$ cat src/hdl/cpu16_pkg.sv
// Shared types and constants of the 16-bit CPU front end
// Instruction fields, opcodes and control register layout
// Fetch and execute item structs, FSM state enums

`default_nettype none

package cpu16_pkg;

	localparam int WORD_BITS     = 16;
	localparam int ADDR_BITS     = 16;
	localparam int REG_BITS      = 4;
	localparam int IRQ_BITS      = 4;
	localparam int CFG_ADDR_BITS = 4;

	typedef logic [WORD_BITS-1:0] word_t;
	typedef logic [ADDR_BITS-1:0] addr_t;
	typedef logic [REG_BITS-1:0]  reg_idx_t;

	// Field positions
	localparam int OPCODE_LSB  = 12;
	localparam int OPCODE_BITS = 4;
	localparam int DEST_LSB    = 8;
	localparam int SRCA_LSB    = 4;
	localparam int SRCB_LSB    = 0;
	localparam int IMM_HI_LSB  = 0;
	localparam int IMM_HI_BITS = 12;   // Upper immediate carried by IMM
	localparam int IMM_LO_LSB  = 0;
	localparam int IMM_LO_BITS = 4;

	localparam logic [OPCODE_BITS-1:0] OP_NOP    = 4'h0;
	localparam logic [OPCODE_BITS-1:0] OP_IMM    = 4'h1;
	localparam logic [OPCODE_BITS-1:0] OP_ALU_RR = 4'h2;
	localparam logic [OPCODE_BITS-1:0] OP_ALU_RI = 4'h3;
	localparam logic [OPCODE_BITS-1:0] OP_BRANCH = 4'h4;
	localparam logic [OPCODE_BITS-1:0] OP_INT    = 4'h5;

	localparam word_t NOP_INSTRUCTION = '0;
	localparam logic [WORD_BITS-IRQ_BITS-1:0] INT_BASE = {OP_INT, 8'h00};   // irq goes below
	localparam reg_idx_t R0 = '0;

	// Control register, bit 0 run, bit 1 interrupt enable
	localparam logic [CFG_ADDR_BITS-1:0] CFG_ADDR_CTRL = 4'h0;
	localparam int CTRL_RUN_BIT    = 0;
	localparam int CTRL_INT_EN_BIT = 1;

	localparam addr_t RESET_PC = '0;

	typedef struct packed {
		word_t instr;
		addr_t pc;
	} fetch_item_t;

	typedef struct packed {
		word_t instr;
		addr_t pc;
		word_t imm;
	} exec_item_t;

	localparam fetch_item_t BUBBLE_ITEM = '{instr: NOP_INSTRUCTION, pc: RESET_PC};

	typedef enum logic [1:0] {FETCH_IDLE, FETCH_REQ, FETCH_RELEASE} fetch_state_t;
	typedef enum logic {CFG_IDLE, CFG_ACK} cfg_state_t;

endpackage

`default_nettype wire

$ cat src/hdl/cpu16_fetch.sv
// Instruction fetch unit
// PC counter, four-phase instruction memory master,
// one-word holding buffer with back-pressure from the pipeline

`timescale 1ns/1ps
`default_nettype none

module cpu16_fetch (
	input  wire logic                  CLK,
	input  wire logic                  RSTb,
	input  wire logic                  run,
	input  wire logic                  load_pc,
	input  wire cpu16_pkg::addr_t      pc_in,
	input  wire logic                  fetch_take,
	output cpu16_pkg::fetch_item_t     fetch_item,
	output logic                       fetch_valid,
	output logic                       imem_req,
	output cpu16_pkg::addr_t           imem_addr,
	input  wire logic                  imem_ack,
	input  wire cpu16_pkg::word_t      imem_data
);

	cpu16_pkg::fetch_state_t state;
	cpu16_pkg::addr_t pc_r;
	cpu16_pkg::fetch_item_t buf_r;
	logic buf_valid;
	logic stale;    // Read in flight started before a redirect
	logic start;
	logic accept;

	// New read only with ack low and room in the buffer
	assign start = (state == cpu16_pkg::FETCH_IDLE) && run && !load_pc && !imem_ack &&
		(!buf_valid || fetch_take);
	assign accept = (state == cpu16_pkg::FETCH_REQ) && imem_ack && !stale && !load_pc;

	assign imem_req    = (state == cpu16_pkg::FETCH_REQ);
	assign fetch_item  = buf_r;
	assign fetch_valid = buf_valid;

	always_ff @(posedge CLK) begin
		if (!RSTb) begin
			state <= cpu16_pkg::FETCH_IDLE;
		end else begin
			case (state)
				cpu16_pkg::FETCH_IDLE:    if (start) state <= cpu16_pkg::FETCH_REQ;
				cpu16_pkg::FETCH_REQ:     if (imem_ack) state <= cpu16_pkg::FETCH_RELEASE;
				cpu16_pkg::FETCH_RELEASE: if (!imem_ack) state <= cpu16_pkg::FETCH_IDLE;
				default:                  state <= cpu16_pkg::FETCH_IDLE;
			endcase
		end
	end

	always_ff @(posedge CLK) begin
		if (!RSTb) begin
			pc_r  <= cpu16_pkg::RESET_PC;
			stale <= 1'b0;
		end else begin
			if (load_pc)
				pc_r <= pc_in;
			else if (accept)
				pc_r <= pc_r + 1'b1;

			// Tag is dropped once the overtaken read gets its ack
			if ((state == cpu16_pkg::FETCH_REQ) && imem_ack)
				stale <= 1'b0;
			else if (load_pc && (state == cpu16_pkg::FETCH_REQ))
				stale <= 1'b1;
		end
	end

	always_ff @(posedge CLK) begin
		if (!RSTb)
			buf_valid <= 1'b0;
		else if (load_pc)
			buf_valid <= 1'b0;      // Wrong-path word
		else if (accept)
			buf_valid <= 1'b1;
		else if (fetch_take)
			buf_valid <= 1'b0;
	end

	// Address held stable for the whole handshake
	always_ff @(posedge CLK) begin
		if (start)
			imem_addr <= pc_r;
		if (accept)
			buf_r <= '{instr: imem_data, pc: imem_addr};
	end

endmodule

`default_nettype wire

$ cat src/hdl/cpu16_hazard.sv
// Hazard detector
// Destination and flag-write decode of stage 0,
// source and flag use of stage 1 against stages 2 and 3

`timescale 1ns/1ps
`default_nettype none

module cpu16_hazard (
	input  wire cpu16_pkg::word_t     stage0_instr,
	input  wire cpu16_pkg::word_t     stage1_instr,
	input  wire cpu16_pkg::reg_idx_t  hazard_reg2,
	input  wire cpu16_pkg::reg_idx_t  hazard_reg3,
	input  wire logic                 modifies_flags2,
	input  wire logic                 modifies_flags3,
	output cpu16_pkg::reg_idx_t       hazard_reg0,
	output logic                      modifies_flags0,
	output logic                      stall
);

	logic [cpu16_pkg::OPCODE_BITS-1:0] op0;
	logic [cpu16_pkg::OPCODE_BITS-1:0] op1;
	cpu16_pkg::reg_idx_t src_a;
	cpu16_pkg::reg_idx_t src_b;
	logic alu0;
	logic alu1;
	logic hit_a;
	logic hit_b;
	logic flag_hit;

	assign op0 = stage0_instr[cpu16_pkg::OPCODE_LSB +: cpu16_pkg::OPCODE_BITS];
	assign op1 = stage1_instr[cpu16_pkg::OPCODE_LSB +: cpu16_pkg::OPCODE_BITS];

	// Only ALU ops write a register and the flags
	assign alu0 = (op0 == cpu16_pkg::OP_ALU_RR) || (op0 == cpu16_pkg::OP_ALU_RI);
	assign hazard_reg0 = alu0 ? stage0_instr[cpu16_pkg::DEST_LSB +: cpu16_pkg::REG_BITS] :
		cpu16_pkg::R0;
	assign modifies_flags0 = alu0;

	assign alu1  = (op1 == cpu16_pkg::OP_ALU_RR) || (op1 == cpu16_pkg::OP_ALU_RI);
	assign src_a = stage1_instr[cpu16_pkg::SRCA_LSB +: cpu16_pkg::REG_BITS];
	assign src_b = stage1_instr[cpu16_pkg::SRCB_LSB +: cpu16_pkg::REG_BITS];

	// R0 never waits
	assign hit_a = alu1 && (src_a != cpu16_pkg::R0) &&
		((src_a == hazard_reg2) || (src_a == hazard_reg3));
	assign hit_b = (op1 == cpu16_pkg::OP_ALU_RR) && (src_b != cpu16_pkg::R0) &&
		((src_b == hazard_reg2) || (src_b == hazard_reg3));   // RI has an immediate here

	// Branch needs settled flags
	assign flag_hit = (op1 == cpu16_pkg::OP_BRANCH) && (modifies_flags2 || modifies_flags3);

	assign stall = hit_a || hit_b || flag_hit;

endmodule

`default_nettype wire

$ cat src/hdl/cpu16_ctrl_regs.sv
// Control register block
// Four-phase config slave holding run and interrupt enable

`timescale 1ns/1ps
`default_nettype none

module cpu16_ctrl_regs (
	input  wire logic                                 CLK,
	input  wire logic                                 RSTb,
	input  wire logic                                 cfg_req,
	input  wire logic [cpu16_pkg::CFG_ADDR_BITS-1:0]  cfg_addr,
	input  wire cpu16_pkg::word_t                     cfg_wdata,
	output logic                                      cfg_ack,
	input  wire logic                                 int_taken,
	output logic                                      run,
	output logic                                      int_enable
);

	cpu16_pkg::cfg_state_t state;
	logic wr_ctrl;

	// Write lands on the edge that raises ack
	assign wr_ctrl = (state == cpu16_pkg::CFG_IDLE) && cfg_req &&
		(cfg_addr == cpu16_pkg::CFG_ADDR_CTRL);

	assign cfg_ack = (state == cpu16_pkg::CFG_ACK);

	// Every request is acknowledged, unknown addresses included
	always_ff @(posedge CLK) begin
		if (!RSTb) begin
			state <= cpu16_pkg::CFG_IDLE;
		end else begin
			case (state)
				cpu16_pkg::CFG_IDLE: if (cfg_req) state <= cpu16_pkg::CFG_ACK;
				cpu16_pkg::CFG_ACK:  if (!cfg_req) state <= cpu16_pkg::CFG_IDLE;
				default:             state <= cpu16_pkg::CFG_IDLE;
			endcase
		end
	end

	always_ff @(posedge CLK) begin
		if (!RSTb) begin
			run        <= 1'b0;
			int_enable <= 1'b0;
		end else begin
			if (wr_ctrl)
				run <= cfg_wdata[cpu16_pkg::CTRL_RUN_BIT];

			// Injection wins over a host write in the same cycle
			if (int_taken)
				int_enable <= 1'b0;
			else if (wr_ctrl)
				int_enable <= cfg_wdata[cpu16_pkg::CTRL_INT_EN_BIT];
		end
	end

endmodule

`default_nettype wire

$ cat src/hdl/cpu16_pipeline.sv
// Five-stage instruction pipeline
// Instruction and PC of stages 0 to 2, hazard tags of stages 1 to 3
// Stall bubbles, flush on load_pc, INT injection, immediate register

`timescale 1ns/1ps
`default_nettype none

module cpu16_pipeline (
	input  wire logic                            CLK,
	input  wire logic                            RSTb,
	input  wire logic                            run,
	input  wire logic                            stall,
	input  wire logic                            load_pc,
	input  wire cpu16_pkg::fetch_item_t          fetch_item,
	input  wire logic                            fetch_valid,
	output logic                                 fetch_take,
	input  wire cpu16_pkg::reg_idx_t             hazard_reg0,
	input  wire logic                            modifies_flags0,
	output cpu16_pkg::word_t                     stage0_instr,
	output cpu16_pkg::word_t                     stage1_instr,
	output cpu16_pkg::reg_idx_t                  hazard_reg2,
	output cpu16_pkg::reg_idx_t                  hazard_reg3,
	output logic                                 modifies_flags2,
	output logic                                 modifies_flags3,
	input  wire logic                            int_enable,
	input  wire logic                            interrupt,
	input  wire logic [cpu16_pkg::IRQ_BITS-1:0]  irq,
	output logic                                 int_taken,
	output cpu16_pkg::exec_item_t                exec_item
);

	// Stages 3 and 4 belong to execute, only their tags are kept here
	cpu16_pkg::fetch_item_t stage_r [0:2];
	cpu16_pkg::fetch_item_t stage0_next;
	cpu16_pkg::reg_idx_t hazard_reg1;
	logic modifies_flags1;
	logic [cpu16_pkg::IMM_HI_BITS-1:0] imm_hi_r;
	cpu16_pkg::word_t imm2_r;     // Operand of the item in stage 2

	logic [cpu16_pkg::OPCODE_BITS-1:0] op0;
	logic [cpu16_pkg::OPCODE_BITS-1:0] op1;
	logic [cpu16_pkg::OPCODE_BITS-1:0] op2;
	logic [cpu16_pkg::OPCODE_BITS-1:0] op_fetch;
	logic shift;
	logic branch_near;
	logic inject;

	assign op0      = stage_r[0].instr[cpu16_pkg::OPCODE_LSB +: cpu16_pkg::OPCODE_BITS];
	assign op1      = stage_r[1].instr[cpu16_pkg::OPCODE_LSB +: cpu16_pkg::OPCODE_BITS];
	assign op2      = stage_r[2].instr[cpu16_pkg::OPCODE_LSB +: cpu16_pkg::OPCODE_BITS];
	assign op_fetch = fetch_item.instr[cpu16_pkg::OPCODE_LSB +: cpu16_pkg::OPCODE_BITS];

	assign shift = run && !stall && !load_pc;

	// A pending redirect could flush the INT or skip its return point
	assign branch_near = (op0 == cpu16_pkg::OP_BRANCH) || (op1 == cpu16_pkg::OP_BRANCH) ||
		(op2 == cpu16_pkg::OP_BRANCH) || (op_fetch == cpu16_pkg::OP_BRANCH);

	// IMM in stage 0 must stay next to its user
	assign inject = shift && int_enable && interrupt && fetch_valid && !branch_near &&
		(op0 != cpu16_pkg::OP_IMM);

	assign int_taken  = inject;
	assign fetch_take = shift && fetch_valid && !inject;   // Fetch word waits behind the INT

	always_comb begin
		if (inject)
			stage0_next = '{instr: {cpu16_pkg::INT_BASE, irq}, pc: fetch_item.pc};
		else if (fetch_valid)
			stage0_next = fetch_item;
		else
			stage0_next = cpu16_pkg::BUBBLE_ITEM;
	end

	always_ff @(posedge CLK) begin
		if (!RSTb) begin
			stage_r[0]      <= cpu16_pkg::BUBBLE_ITEM;
			stage_r[1]      <= cpu16_pkg::BUBBLE_ITEM;
			stage_r[2]      <= cpu16_pkg::BUBBLE_ITEM;
			hazard_reg1     <= cpu16_pkg::R0;
			hazard_reg2     <= cpu16_pkg::R0;
			hazard_reg3     <= cpu16_pkg::R0;
			modifies_flags1 <= 1'b0;
			modifies_flags2 <= 1'b0;
			modifies_flags3 <= 1'b0;
			imm_hi_r        <= '0;
			imm2_r          <= '0;
		end else if (load_pc) begin
			// Branch leaves stage 2, everything behind it is wrong path
			stage_r[0]      <= cpu16_pkg::BUBBLE_ITEM;
			stage_r[1]      <= cpu16_pkg::BUBBLE_ITEM;
			stage_r[2]      <= cpu16_pkg::BUBBLE_ITEM;
			hazard_reg1     <= cpu16_pkg::R0;
			hazard_reg2     <= cpu16_pkg::R0;
			hazard_reg3     <= hazard_reg2;
			modifies_flags1 <= 1'b0;
			modifies_flags2 <= 1'b0;
			modifies_flags3 <= modifies_flags2;
			imm_hi_r        <= '0;
			imm2_r          <= '0;
		end else if (run && stall) begin
			// Stages 0 and 1 hold, bubble into stage 2
			stage_r[2]      <= cpu16_pkg::BUBBLE_ITEM;
			hazard_reg2     <= cpu16_pkg::R0;
			hazard_reg3     <= hazard_reg2;
			modifies_flags2 <= 1'b0;
			modifies_flags3 <= modifies_flags2;
			imm2_r          <= '0;
		end else if (shift) begin
			stage_r[0]      <= stage0_next;
			stage_r[1]      <= stage_r[0];
			stage_r[2]      <= stage_r[1];
			hazard_reg1     <= hazard_reg0;
			hazard_reg2     <= hazard_reg1;
			hazard_reg3     <= hazard_reg2;
			modifies_flags1 <= modifies_flags0;
			modifies_flags2 <= modifies_flags1;
			modifies_flags3 <= modifies_flags2;
			imm2_r <= {imm_hi_r,
				stage_r[1].instr[cpu16_pkg::IMM_LO_LSB +: cpu16_pkg::IMM_LO_BITS]};

			// Upper part survives NOPs between IMM and its user
			if (op1 == cpu16_pkg::OP_IMM)
				imm_hi_r <= stage_r[1].instr[cpu16_pkg::IMM_HI_LSB +: cpu16_pkg::IMM_HI_BITS];
			else if (op1 != cpu16_pkg::OP_NOP)
				imm_hi_r <= '0;
		end
	end

	assign stage0_instr = stage_r[0].instr;
	assign stage1_instr = stage_r[1].instr;
	assign exec_item    = '{instr: stage_r[2].instr, pc: stage_r[2].pc, imm: imm2_r};

endmodule

`default_nettype wire

$ cat src/hdl/cpu16_core.sv
// CPU front end top level
// Fetch unit, hazard detector, control registers and pipeline

`timescale 1ns/1ps
`default_nettype none

module cpu16_core (
	input  wire logic                                 CLK,
	input  wire logic                                 RSTb,
	output logic                                      imem_req,
	output cpu16_pkg::addr_t                          imem_addr,
	input  wire logic                                 imem_ack,
	input  wire cpu16_pkg::word_t                     imem_data,
	input  wire logic                                 cfg_req,
	input  wire logic [cpu16_pkg::CFG_ADDR_BITS-1:0]  cfg_addr,
	input  wire cpu16_pkg::word_t                     cfg_wdata,
	output logic                                      cfg_ack,
	input  wire logic                                 load_pc,
	input  wire cpu16_pkg::addr_t                     pc_in,
	input  wire logic                                 interrupt,
	input  wire logic [cpu16_pkg::IRQ_BITS-1:0]       irq,
	output cpu16_pkg::exec_item_t                     exec_item
);

	cpu16_pkg::fetch_item_t fetch_item;
	logic fetch_valid;
	logic fetch_take;
	cpu16_pkg::word_t stage0_instr;
	cpu16_pkg::word_t stage1_instr;
	cpu16_pkg::reg_idx_t hazard_reg0;
	cpu16_pkg::reg_idx_t hazard_reg2;
	cpu16_pkg::reg_idx_t hazard_reg3;
	logic modifies_flags0;
	logic modifies_flags2;
	logic modifies_flags3;
	logic stall;
	logic run;
	logic int_enable;
	logic int_taken;

	cpu16_fetch u_fetch (
		.CLK, .RSTb, .run, .load_pc, .pc_in, .fetch_take,
		.fetch_item, .fetch_valid,
		.imem_req, .imem_addr, .imem_ack, .imem_data
	);

	cpu16_hazard u_hazard (
		.stage0_instr, .stage1_instr,
		.hazard_reg2, .hazard_reg3, .modifies_flags2, .modifies_flags3,
		.hazard_reg0, .modifies_flags0, .stall
	);

	cpu16_ctrl_regs u_ctrl_regs (
		.CLK, .RSTb, .cfg_req, .cfg_addr, .cfg_wdata, .cfg_ack,
		.int_taken, .run, .int_enable
	);

	cpu16_pipeline u_pipeline (
		.CLK, .RSTb, .run, .stall, .load_pc,
		.fetch_item, .fetch_valid, .fetch_take,
		.hazard_reg0, .modifies_flags0,
		.stage0_instr, .stage1_instr,
		.hazard_reg2, .hazard_reg3, .modifies_flags2, .modifies_flags3,
		.int_enable, .interrupt, .irq, .int_taken,
		.exec_item
	);

endmodule

`default_nettype wire

$ cat config.mk
export PLATFORM = sky130hd
export DESIGN_NAME = cpu16_core
export DESIGN_NICKNAME = d
export VERILOG_FILES = /design/src/hdl/cpu16_pkg.sv /design/src/hdl/cpu16_fetch.sv /design/src/hdl/cpu16_hazard.sv /design/src/hdl/cpu16_ctrl_regs.sv /design/src/hdl/cpu16_pipeline.sv /design/src/hdl/cpu16_core.sv
export SDC_FILE = /design/constraint.sdc
export NUM_CORES = 1
export LEC_CHECK = 0
export BUFFER_PORTS_ARGS = -buffer_cell sky130_fd_sc_hd__buf_2
export CAP_MARGIN = 20
export CORE_MARGIN = 2
export CORE_UTILIZATION = 50
export CTS_CLUSTER_SIZE = 20
export DETAILED_ROUTE_END_ITERATION = 6
export GPL_TIMING_DRIVEN = 0
export PLACE_DENSITY = 0.71
export SLEW_MARGIN = 10
export SYNTH_ARGS = -nofsm -noshare
export SYNTH_HDL_FRONTEND = slang
export SYNTH_HIERARCHICAL = 1
export SYNTH_SLANG_ARGS = --single-unit
$ cat constraint.sdc
create_clock -name CLK -period 9.3 [get_ports CLK]
set_clock_uncertainty 0.1 [all_clocks]
set_input_delay 1.86 -clock CLK [delete_from_list [all_inputs] [get_ports CLK]]
set_output_delay 1.86 -clock CLK [all_outputs]
set_load 0.01 [all_outputs]
**Word-level counts from Yosys, hierarchy flattened**

Memory sizes are Yosys's and may differ from the RTL's.
Index checks and enable logic that the tools add are counted.

- Bits in registers: 114
- Output and inout port bits: 66
- Memories kept: 1
- Word-level logic and storage cells: 148
- RAM bits: 96
- Input port bits: 62

Memories:

| name | depth | bits a word | read ports | clocked after memory_dff | write ports | RTL line | RTL |
|---|---|---|---|---|---|---|---|
| u_pipeline.stage_r | 3 | 32 | 3 | 0 | 3 | cpu16_pipeline.sv:33 | `cpu16_pkg::fetch_item_t stage_r [0:2];` |

- Reductions and logical operators: 59
- Eq/ne operators: 19
- Bitwise logic cells: 10
- Add/sub/neg operators: 1
- Muxes and demuxes: 40

Operator list:

| cell | count |
|---|---|
| two-way mux 32 bit | 9 |
| two-way mux 16 bit | 2 |
| logical AND 1 bit | 25 |
| two-way mux 12 bit | 2 |
| two-way mux 1 bit | 19 |
| adder 16 x 1 -> 16 bit, second input constant | 1 |
| == test 4 x 2 -> 1 bit, second input constant | 4 |
| == test 4 x 3 -> 1 bit, second input constant | 4 |
| == test 4 bit | 4 |
| two-way mux 4 bit | 4 |
| nonzero test 4 bit | 3 |
| logical OR 1 bit | 11 |
| logical NOT 1 bit | 7 |
| OR 1 bit | 7 |
| two-way mux 2 bit | 3 |
| one-hot mux 2 bit (3 select lines) | 1 |
| AND reduction 3 bit | 2 |
| nonzero test 2 bit | 3 |
| OR reduction 2 bit | 3 |
| == test 4 x 1 -> 1 bit, second input constant | 1 |
| logical NOT 4 bit | 1 |
| inequality test 2 x 1 -> 1 bit, second input constant | 2 |
| inequality test 4 x 1 -> 1 bit, second input constant | 1 |
| NOT 1 bit | 3 |
| 7 further kinds | 7 |

**Logic depth before layout (Yosys ltp)**

- Depth after elaboration: 20
- Gate-level depth with buffers: 12
- Depth with buffers taken out: 10

**By module**

Netlist, hierarchy kept.

Modules (own cells, without submodules):

| module | instances | cells an instance | area an instance (um^2) |
|---|---|---|---|
| cpu16_pipeline | 1 | 474 | 5,891.9 |
| cpu16_fetch | 1 | 172 | 2,517.4 |
| cpu16_hazard | 1 | 34 | 255.2 |
| cpu16_ctrl_regs | 1 | 12 | 122.6 |

**Least setup slack after synthesis**

Ideal clock, no wire load.

- Path kind: input port to flip-flop
- Start point: input port load_pc
- End point: memory u_pipeline/stage_r[0][0] (netlist name) (enable)
- Data arrival time: 3.950 ns
- Required time: 8.768 ns
- Cell stages on the path: 4
- Slack: 4.818 ns
- Buffers on the path: 2
- Library setup time: 0.432 ns
- Cell sequence: buf_6 -> or3b_1 -> buf_2 -> nand2b_1

RTL lines:

| what | RTL line | RTL |
|---|---|---|
| start, declared | cpu16_core.sv:18 | `input wire logic load_pc,` |
| end, declared | cpu16_pipeline.sv:33 |  |

==> run_results.csv <==
group,metric,value,unit
finish,final_nets,881,
worst_setup_path,r2r.worst_path.cells,10,
worst_setup_path,worstPathMaxFanout,12,
worst_setup_path,r2r_setup_slack,5660,ps
global_routing,grt_usage,17.07,%
drt,drt_iter0_markers,227,
drt,vias,5296,
global_routing,grt_util_met1,22.66,%
global_routing,top_usage_layer,"met2",
worst_setup_path,critPathLaunchType,"register",
finish,post-route-util,59.97,%
sta,worst_slew_margin_relative_to_its_limit,39.81,%
pwr,power_leakage,4.210,nW
sta,final_count_of_hold_timing_violations,0,
pwr,power.density,188.5,mW/mm^2
worst_setup_path,critical_path.startpoint,"u_pipeline/stage_r[0][52]$_SDFFCE_PN0P_",
die,core_region_area,0.01712,mm^2
global_routing,antenna_violations_before_repair,0,
clock_tree,cts_max_path_bufs,3,
clock_tree,ctsRootBufferMaster,"clkbuf_16",
yosys,syn-mean-instance-area,12.80,um^2
placed_design,routabilityCongestion,0.9311,
placed_design,dp_hpwl,11400,um
finish,ff_latch_area,0.005645,mm^2
placed_design,postPlaceCellArea,0.009574,mm^2
die,die_area,0.01845,mm^2
sta,slew_violations,0,
die,initial_core_utilization,50.77,%
run_status,status,"finished clean",
drt,firstDrtPassIters,6,
sta,timing.final.setup_violations,0,
global_routing,wire_length_of_the_first_global_routing_pass,25010,um
clock_tree,hold_buffers,0,
clock_tree,cts.sink_count,210,
clock_tree,post_cts_resized,0,
yosys,post_synth_instance_area,0.008690,mm^2
finish,fin_area,0.01026,mm^2
worst_setup_path,worst_setup_path_type,"reg2reg",
sta,worst_margin_slew,891.3,ps
worst_setup_path,timing.critical_path.to_type,"register",
worst_setup_path,endpoint,"u_fetch/imem_addr[6]$_DFFE_PP_",
global_routing,grt.overflow.total,0,
worst_setup_path,worstReg2RegStart,"u_pipeline/stage_r[0][52]$_SDFFCE_PN0P_",
worst_setup_path,cp.arrival,3730,ps
die,pin_count,128,
drt,remaining_drc_errors,0,
drt,average_detailed_routed_wire_length_per_instance,14.93,um
yosys,syn_nets,742,
global_routing,met3_usage,3.952,%
sta,final_period_minus_worst_setup_slack,3643,ps
finish,synthToLayoutAreaGrowth,18.13,%
placed_design,pre_cts_slack,5175,ps
finish,multiInputGateArea,0.002457,mm^2
job,max_cap_viol_count,0,
sta,timing.fmax,274.5,MHz
worst_setup_path,regToRegEndpoint,"u_fetch/imem_addr[6]$_DFFE_PP_",
drt,detail_route.wirelength,15800,um
drt,postRouteAntennaNets,0,
clock_tree,clock_insertion_delay_at_the_later_pin_of_the_skew_report,490,ps
die,die_w,135.8,um
die,core.rowCount,48,
clock_tree,cts_tree,"yes",
pwr,worst_ir_drop_vdd,189.9,uV
global_routing,first_global_vias,5060,
min_path,worstHoldPathType,"reg2reg",
drt,post_drt_via_cell_ratio,5.006,
placed_design,count_of_buffers_inserted_at_the_top_level_ports,113,
clock_tree,htree_levels,1,
clock_tree,clock_transition_time_at_the_flip_flop_clock_pins_of_the_worst_setup_and_hold_paths,60,ps
global_routing,maximum_number_of_pins_on_one_net_before_global_route_repair,65,
die,fp.dieH,135.8,um
sta,rsz0062_at_grt,"no",
finish,fill_cells,1346,
clock_tree,cts_inserted_buffers,22,
sta,final_worst_setup_slack,5657,ps
yosys,synth-warning-count,6,
worst_setup_path,required,9390,ps
clock_tree,cts.repair_timing.setup_buffer_count,0,
min_path,hold_path_startpoint,"u_fetch/imem_addr[2]$_DFFE_PP_",
finish,diodes,0,
sta,timing.setup.tns,0,ps
yosys,post_synth_inst_count,679,
global_routing,globalRouteMet2Util,27.86,%
sta,tcrit_tclk_final,39.17,%
finish,share_of_final_layout_standard_cells_stronger_than_drive_strength_1,30.97,%
registers in the layout, indices dropped and copies added (netlist names), 2 cells and up:
name	flops
u_fetch/pc_r	16
u_pipeline/imm_hi_r	12
u_pipeline/hazard_reg1	4
u_fetch/fetch_item	32
u_fetch/imem_addr	16
u_pipeline/hazard_reg2	4
u_pipeline/stage_r	96
u_pipeline/imm2_r	16
u_pipeline/hazard_reg3	4
u_fetch/state	2
per-layer routing:
metal | vias up | share of wire [%]
met5 | - | 0
met4 | 0 | 1.6
met3 | 22 | 7.8
met2 | 167 | 48
met1 | 2473 | 43
li1 | 2634 | -
worst min-delay path by stage:
stage                     depth (start not counted)                                to  slack (ps)
after floorplan                                   0   u_fetch/imem_addr[15]$_DFFE_PP_         320
after global placement                            0   u_fetch/fetch_item[2]$_DFFE_PP_         330
after detailed placement                          0   u_fetch/fetch_item[2]$_DFFE_PP_         340
after CTS                                         0  u_fetch/fetch_item[14]$_DFFE_PP_         350
after global routing                              0  u_fetch/fetch_item[14]$_DFFE_PP_         360
final                                             0   u_fetch/fetch_item[2]$_DFFE_PP_         350
report_power, final:
part | switching (mW) | internal [mW] | leakage [nW]
Clock | 0.331 | 0.493 | 0.342
Combinational | 0.0404 | 0.0360 | 1.83
Sequential | 0.0152 | 1.02 | 2.04
layout make-up:
type                            count  share of cell area [%]
Buffer                             83                   5.717
Timing Repair Buffer              115                   5.729
Clock buffer                       29                   6.021
Multi-Input combinational cell    382                   23.94
Sequential cell                   210                   55.00
Inverter                            4                  0.1463
Tap cell                          225                   2.743
Clock inverter                     10                  0.7070
layout by cell type, fill, tap and decap left out, types with 6 or more instances in the layout:
cell type	count
nor2_1	10
buf_4	57
nor4_1	6
a22oi_2	10
o21ai_0	21
edfxtp_1	144
a21oi_1	37
clkbuf_1	12
buf_2	120
clkbuf_16	23
nand3_1	7
nor2_2	10
dfxtp_1	66
and3_1	20
and2_1	80
nand2_1	78
xor2_1	25
nand4_1	6
stage by stage:
stage / total power, mW / instances / hold slack [ps]
floorplan: 1.097 / 679 / 322.3
global placement: 1.127 / 1017 / 330.1
detailed placement: 1.130 / 1019 / 335.5
CTS: 1.955 / 1058 / 350.6
global route: 2.002 / 1058 / 355.5
finish: 1.935 / 1058 / 347.5
critical path, cell delays in order, from the launching register on:
cell and delay [ps]:
edfxtp_1 460, buf_4 190, or4_1 520, o2111ai_1 110, nand3_1 290, nor3b_4 410, buf_6 210, and3_1 210
o2111ai_1 140, nor2_1 390, buf_4 290
(Power assumes the default switching activity.)
